--- src/rvIsaPkg.sv ---
`default_nettype none

package rvIsaPkg;

    // Major opcodes of the supported RV32I subset
    typedef enum logic [6:0] {
        OP     = 7'b0110011,
        OP_IMM = 7'b0010011,
        LUI    = 7'b0110111,
        AUIPC  = 7'b0010111,
        LOAD   = 7'b0000011,
        STORE  = 7'b0100011,
        BRANCH = 7'b1100011,
        JAL    = 7'b1101111,
        JALR   = 7'b1100111
    } opcodeE;

    typedef enum logic [3:0] {
        ADD    = 4'd0,
        SUB    = 4'd1,
        AND    = 4'd2,
        OR     = 4'd3,
        XOR    = 4'd4,
        SLT    = 4'd5,
        SLL    = 4'd6,
        SRL    = 4'd7,
        PASS_B = 4'd8
    } aluOpE;

    // Immediate layouts
    typedef enum logic [2:0] {
        I = 3'd0,
        S = 3'd1,
        B = 3'd2,
        U = 3'd3,
        J = 3'd4
    } immFmtE;

    // Branch funct3 codes
    localparam logic [2:0] BR_EQ = 3'b000;
    localparam logic [2:0] BR_NE = 3'b001;
    localparam logic [2:0] BR_LT = 3'b100;
    localparam logic [2:0] BR_GE = 3'b101;

    // addi x0, x0, 0
    localparam logic [31:0] NOP_WORD = 32'h0000_0013;

endpackage

`default_nettype wire

--- src/rvCorePkg.sv ---
`default_nettype none

package rvCorePkg;

    // Datapath and memory sizes
    localparam int XLEN       = 32;
    localparam int IMEM_WORDS = 256;
    localparam int IMEM_AW    = $clog2(IMEM_WORDS);
    localparam int DMEM_WORDS = 256;
    localparam int DMEM_AW    = $clog2(DMEM_WORDS);
    localparam int REG_ADDR_W = 5;
    localparam int A0_INDEX   = 10;

    // Decode to execute
    typedef struct packed {
        rvIsaPkg::aluOpE         aluOp;
        logic                    aIsPc;
        logic                    regWrite;
        logic                    memWrite;
        logic                    memToReg;
        logic                    isBranch;
        logic                    isJump;
        logic                    isJalr;
        logic [2:0]              funct3;
        logic [REG_ADDR_W-1:0]   rd;
        logic [XLEN-1:0]         pc;
        logic [XLEN-1:0]         pcPlus4;
        logic [XLEN-1:0]         rs1Val;
        logic [XLEN-1:0]         opB;
        logic [XLEN-1:0]         rs2Val;
        logic [XLEN-1:0]         imm;
    } decExT;

    // Execute to memory
    typedef struct packed {
        logic [XLEN-1:0]         aluResult;
        logic [XLEN-1:0]         storeData;
        logic                    memWrite;
        logic                    memToReg;
        logic                    regWrite;
        logic                    isJump;
        logic [XLEN-1:0]         pcPlus4;
        logic [REG_ADDR_W-1:0]   rd;
    } exMemT;

    // Memory to writeback
    typedef struct packed {
        logic [XLEN-1:0]         aluResult;
        logic [XLEN-1:0]         loadData;
        logic                    memToReg;
        logic                    regWrite;
        logic                    isJump;
        logic [XLEN-1:0]         pcPlus4;
        logic [REG_ADDR_W-1:0]   rd;
    } memWbT;

endpackage

`default_nettype wire

--- src/regPortIf.sv ---
`timescale 1ns/1ps
`default_nettype none

interface regPortIf;

    // Read side
    logic [rvCorePkg::REG_ADDR_W-1:0] rs1Addr;
    logic [rvCorePkg::REG_ADDR_W-1:0] rs2Addr;
    logic [rvCorePkg::XLEN-1:0]       rs1Data;
    logic [rvCorePkg::XLEN-1:0]       rs2Data;

    // Write side
    logic                             writeEn;
    logic [rvCorePkg::REG_ADDR_W-1:0] writeAddr;
    logic [rvCorePkg::XLEN-1:0]       writeData;

    modport consumer (
        output rs1Addr, rs2Addr, writeEn, writeAddr, writeData,
        input  rs1Data, rs2Data
    );

    modport regs (
        input  rs1Addr, rs2Addr, writeEn, writeAddr, writeData,
        output rs1Data, rs2Data
    );

endinterface

`default_nettype wire

--- src/registerFile.sv ---
`timescale 1ns/1ps
`default_nettype none

module registerFile (
    input  wire logic                    clk_i,
    input  wire logic                    reset_i,
    regPortIf.regs                       regs,
    output logic [rvCorePkg::XLEN-1:0]   a0_o
);

    logic [rvCorePkg::XLEN-1:0] rf [2**rvCorePkg::REG_ADDR_W];

    // Combinational reads see the old value on a same-cycle write
    assign regs.rs1Data = rf[regs.rs1Addr];
    assign regs.rs2Data = rf[regs.rs2Addr];

    assign a0_o = rf[rvCorePkg::A0_INDEX];

    always_ff @(posedge clk_i) begin
        if (reset_i) begin
            for (int i = 0; i < 2**rvCorePkg::REG_ADDR_W; i++) begin
                rf[i] <= '0;
            end
        end else if (regs.writeEn && regs.writeAddr != '0) begin
            // x0 never written so it stays zero
            rf[regs.writeAddr] <= regs.writeData;
        end
    end

endmodule

`default_nettype wire

--- src/flat_wrapper.sv ---
// flat-port wrapper written by rule: the top's interface ports become plain ports
module registerFile_flat 
  (clk_i, reset_i, a0_o, regs_rs1Addr, regs_rs2Addr, regs_writeEn, regs_writeAddr, regs_writeData, regs_rs1Data, regs_rs2Data);
  regPortIf regs_i ();
  input  wire logic clk_i;
  input  wire logic reset_i;
  output logic [rvCorePkg::XLEN-1:0] a0_o;
  input wire logic [$bits(regs_i.rs1Addr)-1:0] regs_rs1Addr;
  input wire logic [$bits(regs_i.rs2Addr)-1:0] regs_rs2Addr;
  input wire logic [$bits(regs_i.writeEn)-1:0] regs_writeEn;
  input wire logic [$bits(regs_i.writeAddr)-1:0] regs_writeAddr;
  input wire logic [$bits(regs_i.writeData)-1:0] regs_writeData;
  output wire logic [$bits(regs_i.rs1Data)-1:0] regs_rs1Data;
  output wire logic [$bits(regs_i.rs2Data)-1:0] regs_rs2Data;
  assign regs_i.rs1Addr = regs_rs1Addr;
  assign regs_i.rs2Addr = regs_rs2Addr;
  assign regs_i.writeEn = regs_writeEn;
  assign regs_i.writeAddr = regs_writeAddr;
  assign regs_i.writeData = regs_writeData;
  assign regs_rs1Data = regs_i.rs1Data;
  assign regs_rs2Data = regs_i.rs2Data;
  registerFile u_core (.clk_i(clk_i), .reset_i(reset_i), .regs(regs_i), .a0_o(a0_o));
endmodule
--- config.mk ---
export PLATFORM = sky130hd
export DESIGN_NAME = registerFile_flat
export DESIGN_NICKNAME = d
export VERILOG_FILES = /design/src/rvIsaPkg.sv /design/src/rvCorePkg.sv /design/src/regPortIf.sv /design/src/registerFile.sv /design/src/flat_wrapper.sv
export SDC_FILE = /design/constraint.sdc
export NUM_CORES = 2
export LEC_CHECK = 0
export BUFFER_PORTS_ARGS = -buffer_cell sky130_fd_sc_hd__buf_2
export CORE_UTILIZATION = 57
export DETAILED_ROUTE_END_ITERATION = 10
export PLACE_DENSITY = 0.77
export REMOVE_ABC_BUFFERS = 1
export SYNTH_ARGS = -nofsm -noshare
export SYNTH_HDL_FRONTEND = slang
export SYNTH_SLANG_ARGS = --single-unit
--- constraint.sdc ---
create_clock -name clk_i -period 1.75 [get_ports clk_i]
set_input_delay 0.175 -clock clk_i [delete_from_list [all_inputs] [get_ports clk_i]]
set_output_delay 0.175 -clock clk_i [all_outputs]
set_load 0.005 [all_outputs]
==> flow_summary.ini <==
[synth]
synth-adder-area-share_pct = 0
synth_warnings = 0
synth_compound_area_share_pct = 6.990
yosys.area_share.xor_xnor_pct = 0
synth-main-ff-cell = edfxtp_1
synth_top_area_share_pct = 54.78
synth_edf_count = 1024
yosys.area.top_type = edfxtp_1
synth_cell_types = 30
synth_common_cells = edfxtp_1 (1024), mux2i_1 (1024), and2_1 (994)
synth_top_family_by_area = multiplexers
synth_area_leaders = edfxtp_1 (55%), mux2i_1 (18%), and2_1 (11%), a22oi_1 (2.6%), a22o_1 (2.0%)
seq_area_frac_synth_pct = 54.78
synthesis.area_mm2 = 0.05614
synthSimpleGateAreaFrac_pct = 15.67
synthMuxAreaShare_pct = 18.26
ys_async_sr_fraction_pct = 0
netlist_instances = 4605
synth.avg_cell_area_um2 = 12.19
ys_seq_elements = 1024

[pwr]
p_switching_w = 0.01555
p_leak_nw = 26.63
power.density_mw_per_mm2 = 898.2
comb_power_share_pct = 14.5
p_int_w = 0.04426
p_sw_share_pct = 26.00
p_clk_share_pct = 36.8
p_seq_share_pct = 48.7
irDropWorstVdd_mv = 0.9126

[route]
drt-wirelength-per-cell_um = 30.40
drtPass1Iterations = 7
wl_mm = 190.5
detail_route.vias_per_cell = 6.675
ant_nets = 0
drtIter0Drc = 5783
drc = 0
via_count = 41820

[placed_design]
dp_hpwl_mm = 122.2
dp_slack_ps = -578.8
place_area_mm2 = 0.06212
port-buffer-count = 145
place_congestion = 0.9573

[worst_hold_path]
min-delay-start = regs_writeData[29]
hold_path_depth = 2
hold_path.class = input pin to flop

[flow_run]
cap_violations = 0

[worst_setup_path]
cp_num_cells = 6
slowest_delay_ps = 430
critPathLaunchType = flop
slowest_stage = edfxtp_1
cp.required_ps = 1570
arrival_ps = 2220
path_class = flop to output port
crit_family = compound AO/OA/AOI/OAI gates
cp-startpoint = u_core.rf[7][25]$_SDFFCE_PN0P_
crit_buf_inv = 1
critical_path.max_fanout = 2
endpoint_kind = output port
crit_path_cell_trace = mux2i_1 -> a22o_1 -> nor3_2 -> a31oi_4 -> nand3_4 -> buf_2

[clock_network]
clkTransAtPathRegs_ps = 60
clock-root-buffer = clkbuf_16
cts.path.max_buffers = 3
cts_made_buffers = 105
cts_tree = built
htree_levels = 3
cts_sinks = 1024

[die]
die_y_um = 315.8
core_mm2 = 0.09714
num_rows = 114
initial_core_util_pct = 57.79
dieArea_mm2 = 0.09975
ioPinCount = 146
die_w_um = 315.8

[cells_and_area]
drive_gt1_share_pct = 19.96
regMostFlops = u_core.rf
stdcell_area_mm2 = 0.06659
largestRegisters = u_core.rf (1024)
fin_nets = 4955
area_growth_syn_to_layout_pct = 18.62
fillers = 6583
largest_register_ffs = 1024

[global_route]
grt-ovfl-total = 0
antenna_found_initial = 11
grt_use_total_pct = 37.65
grt_max_degree = 48
grt_pass1_wl_mm = 271.6
grt_pass1_vias = 41530

[timing]
slew_violations = 0
setup-violations-final = 64
slew_headroom_pct = 54.28
post-route-period-util_pct = 136.7
grt_setup_unrepaired = yes
worstMarginPinSlew_ps = 685.8
setup_tns_ps = -33250
hold_violations = 0
fmax_mhz = 417.9
period_needed_ps = 2393
setup_ws_ps = -642.8

[outcome]
violations = setup timing
outcome = complete, but fails checks
[layout make-up]
| class | instances | area (µm²) | share of cell area (%) |
|---|---|---|---|
| clock buffer | 127 | 2753 | 4.134 |
| multi-input combinational | 3166 | 24620 | 36.97 |
| antenna | 5 | 12.51 | 0.01879 |
| timing repair buffer | 608 | 6336 | 9.515 |
| tap | 1276 | 1597 | 2.398 |
| sequential | 1024 | 30750 | 46.18 |
| clock inverter | 59 | 523.0 | 0.7854 |
[power by group through the flow]
stage	combinational, W	sequential (W)	clock (W)
2_1_floorplan	0.00343	0.0293	0
3_3_place_gp	0.00773	0.0294	0
3_5_place_dp	0.00784	0.0296	0
4_1_cts	0.00831	0.0291	0.0220
5_1_grt	0.00891	0.0292	0.0229
6_report	0.00865	0.0291	0.0220
[cells by family after synthesis]
group	Yosys count
mux	1024
simple gates	1534
compound gates	576
other cells	1
buf+inv	446
flops	1024
[final timing paths]
| kind | slack, ps | to |
|---|---|---|
| worst max-delay path | -640 | regs_rs1Data[25] |
| worst min-delay path | 130 | u_core.rf[6][29]$_SDFFCE_PN0P_ |
[cells in the final DEF (no fill, tap or decap), types with 33 or more instances in the layout]
master	count
clkbuf_16	107
and2_1	992
edfxtp_1	1024
mux2i_1	1018
buf_12	157
buf_4	291
a22o_1	128
nand3_2	51
nor3_2	35
a31oi_4	39
nand2_1	195
a22oi_1	191
or2_2	33
nand3_1	131
buf_2	128
a21oi_1	191
[layer usage]
layer	part of all wire, %	GRT usage [%]	up-vias
met5	0.029	0	-
met4	5.6	21.04	8
met3	14	10.23	675
li1	-	-	17450
met2	45	57.64	3222
met1	36	48.59	20460
[stage by stage]
step | hold slack, ps | total power (W) | instances | utilization, %
final | 134.0 | 0.05981 | 6265 | 68.55
after global routing | 149.3 | 0.06103 | 6260 | 68.54
after CTS | 101.9 | 0.05939 | 6265 | 68.38
after detailed placement | 635.2 | 0.03740 | 6125 | 63.95
after global placement | 629.9 | 0.03718 | 6125 | 63.95
after floorplan | 287.5 | 0.03277 | 4190 | -
[timing repair]
action                                  in CTS  in global routing
pin swaps                                  102                 80
setup buffers                                0                  0
endpoints found under the hold margin        0                  0
endpoints found under the setup margin      64                 64
hold buffers                                 0                  0
gates resized for setup                    229                 35
Power figures use the tool's default switching activity.
