**src/rvIsaPkg.sv**
```systemverilog
`default_nettype none

package rvIsaPkg;

    // Major opcodes of the supported RV32I subset
    typedef enum logic [6:0] {
        OP     = 7'b0110011,
        OP_IMM = 7'b0010011,
        LUI    = 7'b0110111,
        AUIPC  = 7'b0010111,
        LOAD   = 7'b0000011,
        STORE  = 7'b0100011,
        BRANCH = 7'b1100011,
        JAL    = 7'b1101111,
        JALR   = 7'b1100111
    } opcodeE;

    typedef enum logic [3:0] {
        ADD    = 4'd0,
        SUB    = 4'd1,
        AND    = 4'd2,
        OR     = 4'd3,
        XOR    = 4'd4,
        SLT    = 4'd5,
        SLL    = 4'd6,
        SRL    = 4'd7,
        PASS_B = 4'd8
    } aluOpE;

    // Immediate layouts
    typedef enum logic [2:0] {
        I = 3'd0,
        S = 3'd1,
        B = 3'd2,
        U = 3'd3,
        J = 3'd4
    } immFmtE;

    // Branch funct3 codes
    localparam logic [2:0] BR_EQ = 3'b000;
    localparam logic [2:0] BR_NE = 3'b001;
    localparam logic [2:0] BR_LT = 3'b100;
    localparam logic [2:0] BR_GE = 3'b101;

    // addi x0, x0, 0
    localparam logic [31:0] NOP_WORD = 32'h0000_0013;

endpackage

`default_nettype wire

```
**src/rvCorePkg.sv**
```systemverilog
`default_nettype none

package rvCorePkg;

    // Datapath and memory sizes
    localparam int XLEN       = 32;
    localparam int IMEM_WORDS = 256;
    localparam int IMEM_AW    = $clog2(IMEM_WORDS);
    localparam int DMEM_WORDS = 256;
    localparam int DMEM_AW    = $clog2(DMEM_WORDS);
    localparam int REG_ADDR_W = 5;
    localparam int A0_INDEX   = 10;

    // Decode to execute
    typedef struct packed {
        rvIsaPkg::aluOpE         aluOp;
        logic                    aIsPc;
        logic                    regWrite;
        logic                    memWrite;
        logic                    memToReg;
        logic                    isBranch;
        logic                    isJump;
        logic                    isJalr;
        logic [2:0]              funct3;
        logic [REG_ADDR_W-1:0]   rd;
        logic [XLEN-1:0]         pc;
        logic [XLEN-1:0]         pcPlus4;
        logic [XLEN-1:0]         rs1Val;
        logic [XLEN-1:0]         opB;
        logic [XLEN-1:0]         rs2Val;
        logic [XLEN-1:0]         imm;
    } decExT;

    // Execute to memory
    typedef struct packed {
        logic [XLEN-1:0]         aluResult;
        logic [XLEN-1:0]         storeData;
        logic                    memWrite;
        logic                    memToReg;
        logic                    regWrite;
        logic                    isJump;
        logic [XLEN-1:0]         pcPlus4;
        logic [REG_ADDR_W-1:0]   rd;
    } exMemT;

    // Memory to writeback
    typedef struct packed {
        logic [XLEN-1:0]         aluResult;
        logic [XLEN-1:0]         loadData;
        logic                    memToReg;
        logic                    regWrite;
        logic                    isJump;
        logic [XLEN-1:0]         pcPlus4;
        logic [REG_ADDR_W-1:0]   rd;
    } memWbT;

endpackage

`default_nettype wire

```
**src/executeStage.sv**
```systemverilog
`timescale 1ns/1ps
`default_nettype none

module executeStage (
    input  wire logic                        clk_i,
    input  wire logic                        reset_i,
    input  wire rvCorePkg::decExT            decEx_i,
    output logic                             redirect_o,
    output logic [rvCorePkg::XLEN-1:0]       redirectPc_o,
    output rvCorePkg::exMemT                 exMem_o
);

    logic [rvCorePkg::XLEN-1:0]  opA;
    logic [rvCorePkg::XLEN-1:0]  aluResult;
    logic                        branchCond;

    // AUIPC adds to the pc
    assign opA = decEx_i.aIsPc ? decEx_i.pc : decEx_i.rs1Val;

    always_comb begin
        case (decEx_i.aluOp)
            rvIsaPkg::SUB:    aluResult = opA - decEx_i.opB;
            rvIsaPkg::AND:    aluResult = opA & decEx_i.opB;
            rvIsaPkg::OR:     aluResult = opA | decEx_i.opB;
            rvIsaPkg::XOR:    aluResult = opA ^ decEx_i.opB;
            rvIsaPkg::SLT:    aluResult = {31'b0, $signed(opA) < $signed(decEx_i.opB)};
            rvIsaPkg::SLL:    aluResult = opA << decEx_i.opB[4:0];
            rvIsaPkg::SRL:    aluResult = opA >> decEx_i.opB[4:0];
            rvIsaPkg::PASS_B: aluResult = decEx_i.opB;
            default:          aluResult = opA + decEx_i.opB;
        endcase
    end

    // Branch compare on the raw register values
    always_comb begin
        case (decEx_i.funct3)
            rvIsaPkg::BR_EQ: branchCond = decEx_i.rs1Val == decEx_i.rs2Val;
            rvIsaPkg::BR_NE: branchCond = decEx_i.rs1Val != decEx_i.rs2Val;
            rvIsaPkg::BR_LT: branchCond = $signed(decEx_i.rs1Val) < $signed(decEx_i.rs2Val);
            rvIsaPkg::BR_GE: branchCond = $signed(decEx_i.rs1Val) >= $signed(decEx_i.rs2Val);
            default:         branchCond = 1'b0;
        endcase
    end

    assign redirect_o   = (decEx_i.isBranch & branchCond) | decEx_i.isJump;
    assign redirectPc_o = decEx_i.isJalr ? {aluResult[rvCorePkg::XLEN-1:1], 1'b0}
                                         : decEx_i.pc + decEx_i.imm;

    // Execute/memory register
    always_ff @(posedge clk_i) begin
        if (reset_i) begin
            exMem_o.memWrite <= 1'b0;
            exMem_o.regWrite <= 1'b0;
            exMem_o.memToReg <= 1'b0;
            exMem_o.isJump   <= 1'b0;
        end else begin
            exMem_o.memWrite <= decEx_i.memWrite;
            exMem_o.regWrite <= decEx_i.regWrite;
            exMem_o.memToReg <= decEx_i.memToReg;
            exMem_o.isJump   <= decEx_i.isJump;
        end
        exMem_o.aluResult <= aluResult;
        exMem_o.storeData <= decEx_i.rs2Val;
        exMem_o.pcPlus4   <= decEx_i.pcPlus4;
        exMem_o.rd        <= decEx_i.rd;
    end

endmodule

`default_nettype wire

```
**config.mk**
```make
export PLATFORM = sky130hd
export DESIGN_NAME = executeStage
export DESIGN_NICKNAME = d
export VERILOG_FILES = /design/src/rvIsaPkg.sv /design/src/rvCorePkg.sv /design/src/executeStage.sv
export SDC_FILE = /design/constraint.sdc
export NUM_CORES = 1
export LEC_CHECK = 0
export ABC_CLOCK_PERIOD_IN_PS = 6500
export BUFFER_PORTS_ARGS = -buffer_cell sky130_fd_sc_hd__buf_4
export CORE_MARGIN = 10
export CORE_UTILIZATION = 51
export CTS_CLUSTER_DIAMETER = 40
export DETAILED_ROUTE_END_ITERATION = 12
export PLACE_DENSITY = 0.81
export SYNTH_ARGS = -nofsm -noshare
export SYNTH_HDL_FRONTEND = slang
export SYNTH_SLANG_ARGS = --single-unit
```
**constraint.sdc**
```tcl
create_clock -name clk_i -period 6.5 [get_ports clk_i]
set_input_delay 1.3 -clock clk_i [delete_from_list [all_inputs] [get_ports clk_i]]
set_output_delay 1.3 -clock clk_i [all_outputs]
set_load 0.05 [all_outputs]
```
==> metrics.md, run 1 <==
| Metric | Value |
|---|---|
| DR WL/cell | `26.5 um` |
| Biggest register | `exMem_o` |
| Die Y-Extent | `190 um` |
| Layout cells sized above 1 | `31.2%` |
| Synth cell types | `95` |
| Async S/R FF share, synth | `0%` |
| Most frequent CP cell | `buf_4` |
| First-pass GRT wire length | `~110,000 um` |
| Number of I/O pins | `351` |
| Post-synthesis sequential area ratio | `approximately 14%` |
| Total GRT Usage | `37.6%` |
| Max Freq | `0.155 GHz` |
| CP max-delay cell | `or2_2` |
| Max reg flops | `around 110` |
| Avg Inst Size Synth | `~7.9 um^2` |
| Pwr dens | `around 190 nW/um^2` |
| Least-Margin Pin Slew | `1.09 ns` |
| # rows | `62` |
| Yosys top cell by area | `dfxtp_1` |
| Router iterations before antenna repair | `8` |
| Total Wirelength | `71,000 um` |
| Number of buffers inserted during clock tree synthesis | `9` |
| Hold path start | `decEx_i[151]` |
| Max incr delay on CP | `0.36 ns` |
| CP Buf/Inv Count | `6` |
| Total power | `0.00363 W` |
| Main synth FF type | `dfxtp_1` |
| CTS tree | `done` |
| Post-Syn Nets | `2,233` |
| Crit. End Element | `output port` |
| Non-Filler Instances | `2,676` |
| Top cells by area, synth | `dfxtp_1, ha_1, mux4_2` |
| Worst EP arrival | `between 5 and 6 ns` |
| Worst hold path type | `input port to flip-flop` |
| Initial antenna violation count | `1` |
| Final setup violation count | `0` |
| Via count | `about 18,000` |
| Max-cap viol count | `0` |
| Synth top area share | `between 10% and 20%` |
| Post-synthesis register bit count | `105` |
| Slew Limit Fails | `0` |
| Post-DRT Antenna Nets | `0` |
| Starting Density | `approximately half` |
| Area delta synth->final | `31.7%` |
| Diodes inserted | `0` |
| Clk sink count | `105` |
| Synth Warn # | `0` |
| Critical path type | `input port to output port` |
| Cells after Synth | `1,857` |
| Die width | `190 um` |
| Vias in the first global route | `between 15,000 and 20,000` |
| Tcrit/Tclk final | `between 90% and 100%` |
| RSZ-0062 raised after global routing | `yes` |
| Final design utilization | `67.6%` |
| Core area | `about 29,000 um^2` |
| Clock slew at reported path FFs | `about 0.080 ns` |
| EDFF count, synth | `0` |
| Vias per std cell | `~6.6` |
| Pleak | `just over 9 nW` |
| Final hold violation count | `0` |
| Final nets | `2,663` |
| Synthesized area | `14,700 um^2` |
| Residual DRC count | `0` |
| Critical path required time | `roughly 5.2 ns` |
| Overflow after GRT | `0` |
| Regs by FF count | `exMem_o (105)` |
| Total die area | `35,900 um^2` |
| Critical Path Start | `decEx_i[206]` |
| Number of post-CTS setup repair buffers | `0` |
| Slew headroom | `between 20% and 30%` |
| CP max FO | `6` |
| H-tree Lvls | `3` |
| Placed cell count | `2,659` |
| Crit-path cells | `buf_4, buf_4, buf_6, mux2i_4, ha_1, or2_2, nor2_2, nor4b_4, o31ai_4, a31oi_1, buf_4, o21ai_0, buf_4, a32o_1, o32a_1, mux2_2, buf_4` |
| CTS root buf | `clkbuf_16` |
| HPWL Detailed | `between 50,000 and 60,000 um` |
| GPL Wtd Cong | `1.07` |
| Largest net degree at the start of global routing | `46` |
| VDD IR max | `0.000178 V` |
| Top delay family on crit path | `compound AO/OA/AOI/OAI gates` |
| Status | `finished, final reports clean` |
| Initial detailed-routing violation count | `2,955` |
| CTS Buffer Depth | `2` |
| CP Launch Type | `input port` |
| Final min period | `6.45 ns` |
| Port Buffer Count | `350` |
-- where the power goes --
group / internal, W / total, W / leakage [nW] / switching [W]
clock: 0.000281 / 0.000586 / 0.147 / 0.000305
combinational: 0.000862 / 0.00231 / 8.09 / 0.00145
sequential: 0.000713 / 0.000734 / 0.885 / 0.0000214
-- Yosys cell counts (all sizes together) (32+ instances only) --
library cell  count
dfxtp           105
mux4             51
mux2i            89
nor3             41
a21o             51
inv             147
buf              32
clkbuf           85
mux2             52
nand2           115
nor2            160
o21ai           114
ha              160
a21oi           144
-- cell families after synthesis --
logic type,count (synthesis),share of synthesized area (%)
buffers and inverters,266,7.24
adders and majority gates,163,14.1
AOI/OAI and AO/OA,610,28.5
and+or+nand+nor,489,16.0
xor gates and xnor gates,32,1.91
muxes,192,18.0
DFF,105,14.3
-- what timing repair did --
action | 4_1_cts | 5_1_grt
hold buffers | 0 | 0
pin swaps | 0 | 1
cloned | 0 | 1
endpoints found under the setup margin | 13 | 15
gates resized for setup | 7 | 36
-- metrics by stage --
stage / setup TNS, ns / worst slack (ns) / instance area (um^2) / hold slack [ns]
2_1_floorplan: -0.0363 / -0.0363 / 14700 / 1.33
3_3_place_gp: -2.08 / -0.395 / 18800 / 1.40
3_5_place_dp: -1.82 / -0.327 / 18800 / 1.41
4_1_cts: -0.0431 / -0.0234 / 19100 / 1.02
5_1_grt: -0.0121 / -0.0121 / 19300 / 1.01
6_report: 0 / 0.0498 / 19300 / 1.02
-- layout by cell type, fill, tap and decap left out, drive strengths merged, types with 21 or more instances in the layout --
cell type	netlist	routed
buf	32	535
ha	160	160
nor2	160	160
inv	147	150
a21oi	144	144
nand2	115	115
o21ai	114	114
dfxtp	105	105
mux2i	89	89
mux2	52	52
a21o	51	51
mux4	51	51
nor3	41	41
nand3	29	29
a211oi	27	27
a221oi	24	24
a22oi	24	24
o221ai	22	22
xnor2	22	22
nor2b	21	21
-- area by class of cell --
type | instances | area [um^2]
Clock buffer | 10 | 239
Clock inverter | 6 | 57.6
Fill cell | 2388 | 9240
Inverter | 149 | 559
Multi-Input combinational cell | 1486 | 11800
Sequential cell | 105 | 2100
Tap cell | 384 | 480
Timing Repair Buffer | 536 | 4080
-- layer usage --
metal	routed length [um]	share of wire, %	global-route usage (%)	vias to the layer above
li1	-	-	-	7813
met1	26700	38	46.7	8339
met2	31800	45	59.4	1303
met3	7610	11	7.31	257
met4	4810	6.8	22.7	0
met5	0	0	0	-
-- path summary, 6_finish.rpt --
path | end | slack [ns] | cells after the start
hold / removal | exMem_o[28] | 1.02 | 1
setup / recovery | redirectPc_o[25] | 0.05 | 17
Note: power is estimated with default switching activity, not from simulation.
==> run 2: changes to the inputs <==
==> constraint.sdc (replaced) <==
create_clock -name clk_i -period 6.5 [get_ports clk_i]
set_input_delay 0.975 -clock clk_i [delete_from_list [all_inputs] [get_ports clk_i]]
set_output_delay 0.975 -clock clk_i [all_outputs]
set_load 0.05 [all_outputs]
==> run 2 against run 1 <==
  * Largest cell class unchanged
  * Routed wire length shrank 1.8%
  * Sequential share of layout area is 0.78 points higher
  * Final cell count is 5.1% lower
  * First-iteration DRC count is 28% lower
  * Clock power down 0.9%
  * Sequential power about the same
  * Final area decreased by 6.7%
  * Setup slack gained 0.14 ns
  * Critical path depth decreased by 2
  * Highest routed layer unchanged
  * Flip-flop and latch count did not move
  * Clock-buffer cell count down 1
  * Fmax rose by 2.3%
==> metrics.md, run 2 (synthesized netlist as in run 1, its figures left out) <==
| Metric | Value |
|---|---|
| Router iterations before antenna repair | `7 (was 8)` |
| DR WL/cell | `27.4 um (was 26.5 um)` |
| Final nets | `2,527 (was 2,663)` |
| Comb power frac | `62.0% (was 63.7%)` |
| Most common cell after layout, fill and taps aside | `buf_4 (unchanged)` |
| Biggest register | `exMem_o (unchanged)` |
| Least-Margin Pin Slew | `1.07 ns (was 1.09 ns)` |
| Port Buffer Count | `350 (unchanged)` |
| Max Freq | `0.159 GHz (was 0.155 GHz)` |
| H-tree Lvls | `3 (unchanged)` |
| Die width | `190 um (unchanged)` |
| RSZ-0062 raised after global routing | `no (was yes)` |
| Max-cap viol count | `0 (unchanged)` |
| Worst EP arrival | `5.33 ns (was 5.15 ns)` |
| Pleak | `8.42 nW (was 9.12 nW)` |
| Crit. End Element | `output port (unchanged)` |
| Die Y-Extent | `190 um (unchanged)` |
| Clock power frac | `16.8% (was 16.1%)` |
| Total Wirelength | `69,700 um (was 71,000 um)` |
| CTS Buffer Depth | `2 (unchanged)` |
| Setup TNS | `0 ns (unchanged)` |
| Hold Crit Depth | `1 (unchanged)` |
| Critical path required time | `5.52 ns (was 5.20 ns)` |
| Total die area | `35,900 um^2 (unchanged)` |
| Overflow after GRT | `0 (unchanged)` |
| CTS resizes | `0 (was 7)` |
| Vias in the first global route | `16,500 (was 17,000)` |
| CP Launch Type | `input port (unchanged)` |
| PnR worst setup slack | `0.192 ns (was 0.0498 ns)` |
| HPWL Detailed | `56,400 um (was 57,400 um)` |
| First-pass GRT wire length | `102,000 um (was 105,000 um)` |
| Number of post-CTS setup repair buffers | `0 (unchanged)` |
| Net Switching | `0.00174 W (was 0.00178 W)` |
| Sw Share | `50.1% (was 48.9%)` |
| Via count | `17,000 (was 17,700)` |
| Number of buffers inserted during clock tree synthesis | `9 (unchanged)` |
| Area delta synth->final | `22.8% (was 31.7%)` |
| Critical path type | `input port to output port (unchanged)` |
| Diodes inserted | `0 (unchanged)` |
| Worst hold path type | `input port to flip-flop (unchanged)` |
| Total GRT Usage | `36.7% (was 37.6%)` |
| Core area | `28,500 um^2 (unchanged)` |
| Max reg flops | `105 (unchanged)` |
| Initial detailed-routing violation count | `2,136 (was 2,955)` |
| Pwr dens | `192 nW/um^2 (was 188 nW/um^2)` |
| Hold_buf cts | `0 (unchanged)` |
| Worst hold margin | `0.689 ns (was 1.02 ns)` |
| Slew Limit Fails | `0 (unchanged)` |
| CTS tree | `done (unchanged)` |
| CP max FO | `32 (was 6)` |
| Tcrit/Tclk final | `97.0% (was 99.2%)` |
| Number of I/O pins | `351 (unchanged)` |
| Final min period | `6.31 ns (was 6.45 ns)` |
| Final setup violation count | `0 (unchanged)` |
| Layout cells sized above 1 | `25.6% (was 31.2%)` |
| Slew headroom | `28.4% (was 26.9%)` |
| # rows | `62 (unchanged)` |
| Post-DRT Antenna Nets | `0 (unchanged)` |
| Vias per std cell | `6.70 (was 6.62)` |
| CTS root buf | `clkbuf_16 (unchanged)` |
| VDD IR max | `0.000176 V (was 0.000178 V)` |
| Cell-internal power | `0.00173 W (was 0.00186 W)` |
| Starting Density | `51.4% (unchanged)` |
| Initial antenna violation count | `0 (was 1)` |
| Residual DRC count | `0 (unchanged)` |
| Clk sink count | `105 (unchanged)` |
| Sequential Power Share | `21.2% (was 20.2%)` |
| Most frequent cells in the layout | `buf_4, nor2_1, ha_1, inv_1, a21oi_1 (was buf_4, ha_1, nor2_1, inv_1, a21oi_1)` |
| Clock slew at reported path FFs | `0.09 ns (was 0.08 ns)` |
| Regs by FF count | `exMem_o (105) (unchanged)` |
| Final hold violation count | `0 (unchanged)` |
| GPL Wtd Cong | `1.07 (about the same)` |
| Place WS | `0.286 ns (was -0.327 ns)` |
| Largest net degree at the start of global routing | `65 (was 46)` |
| Status | `finished, final reports clean (unchanged)` |
==> run 2: cell count changes in the layout (fill, tap and decap cells not counted), moves of 3 or more <==
cell and change:
mux2i_1 +6, a211oi_2 -3, a211oi_1 +3, o21ai_0 +4
buf_4 -132, mux2i_4 -4
==> run 2: worst max-delay path: stages <==
cell	delay, ns
buf_4	0.29
o21ai_0	0.48
ha_1	0.32
inv_1	0.08
fa_1	0.42
nand2b_1	0.18
a211oi_1	0.47
o2111ai_1	0.34
a21oi_1	0.30
nor3_1	0.09
o21bai_1	0.28
xnor2_1	0.10
a2111o_1	0.49
mux2_2	0.30
buf_4	0.19
==> run 2: power by group through the flow <==
stage	Clock, W	Combinational [W]	Sequential (W)
floorplan	0	0.00111	0.000993
global placement	0	0.00207	0.000748
detailed placement	0	0.00209	0.000749
CTS	0.000587	0.00210	0.000735
global route	0.000603	0.00225	0.000741
finish	0.000581	0.00215	0.000735
==> run 2: area by class of cell <==
| class | count | area [um^2] |
|---|---|---|
| well taps | 384 | 480 |
| fillers | 2577 | 10500 |
| repair buffers | 400 | 3020 |
| multi-input cells | 1486 | 11600 |
| flip-flops and latches | 105 | 2100 |
| clock inverters | 6 | 62.6 |
| clock buffers | 9 | 225 |
| inverters | 149 | 559 |
==> run 2: through the flow <==
step | total power [W] | cells | util (%) | cell area [um^2]
final | 0.00347 | 2539 | 63.1 | 18000
after global routing | 0.00359 | 2539 | 63.1 | 18000
after CTS | 0.00342 | 2539 | 63.1 | 18000
after detailed placement | 0.00284 | 2524 | 62.1 | 17700
after global placement | 0.00282 | 2524 | 62.1 | 17700
after floorplan | 0.00210 | 1857 | - | 14700
==> run 2: final timing paths <==
kind	slack [ns]	to	from
max	0.19	redirectPc_o[26]	decEx_i[206]
min	0.69	exMem_o[14]	decEx_i[137]
==> run 2: per-layer routing <==
metal	part of all wire (%)	GRT usage (%)	vias up
met3	9.6	7.52	243
met2	46	60.3	1165
met4	6.5	22.0	0
li1	-	-	7545
met5	0	0	-
met1	37	43.5	8053
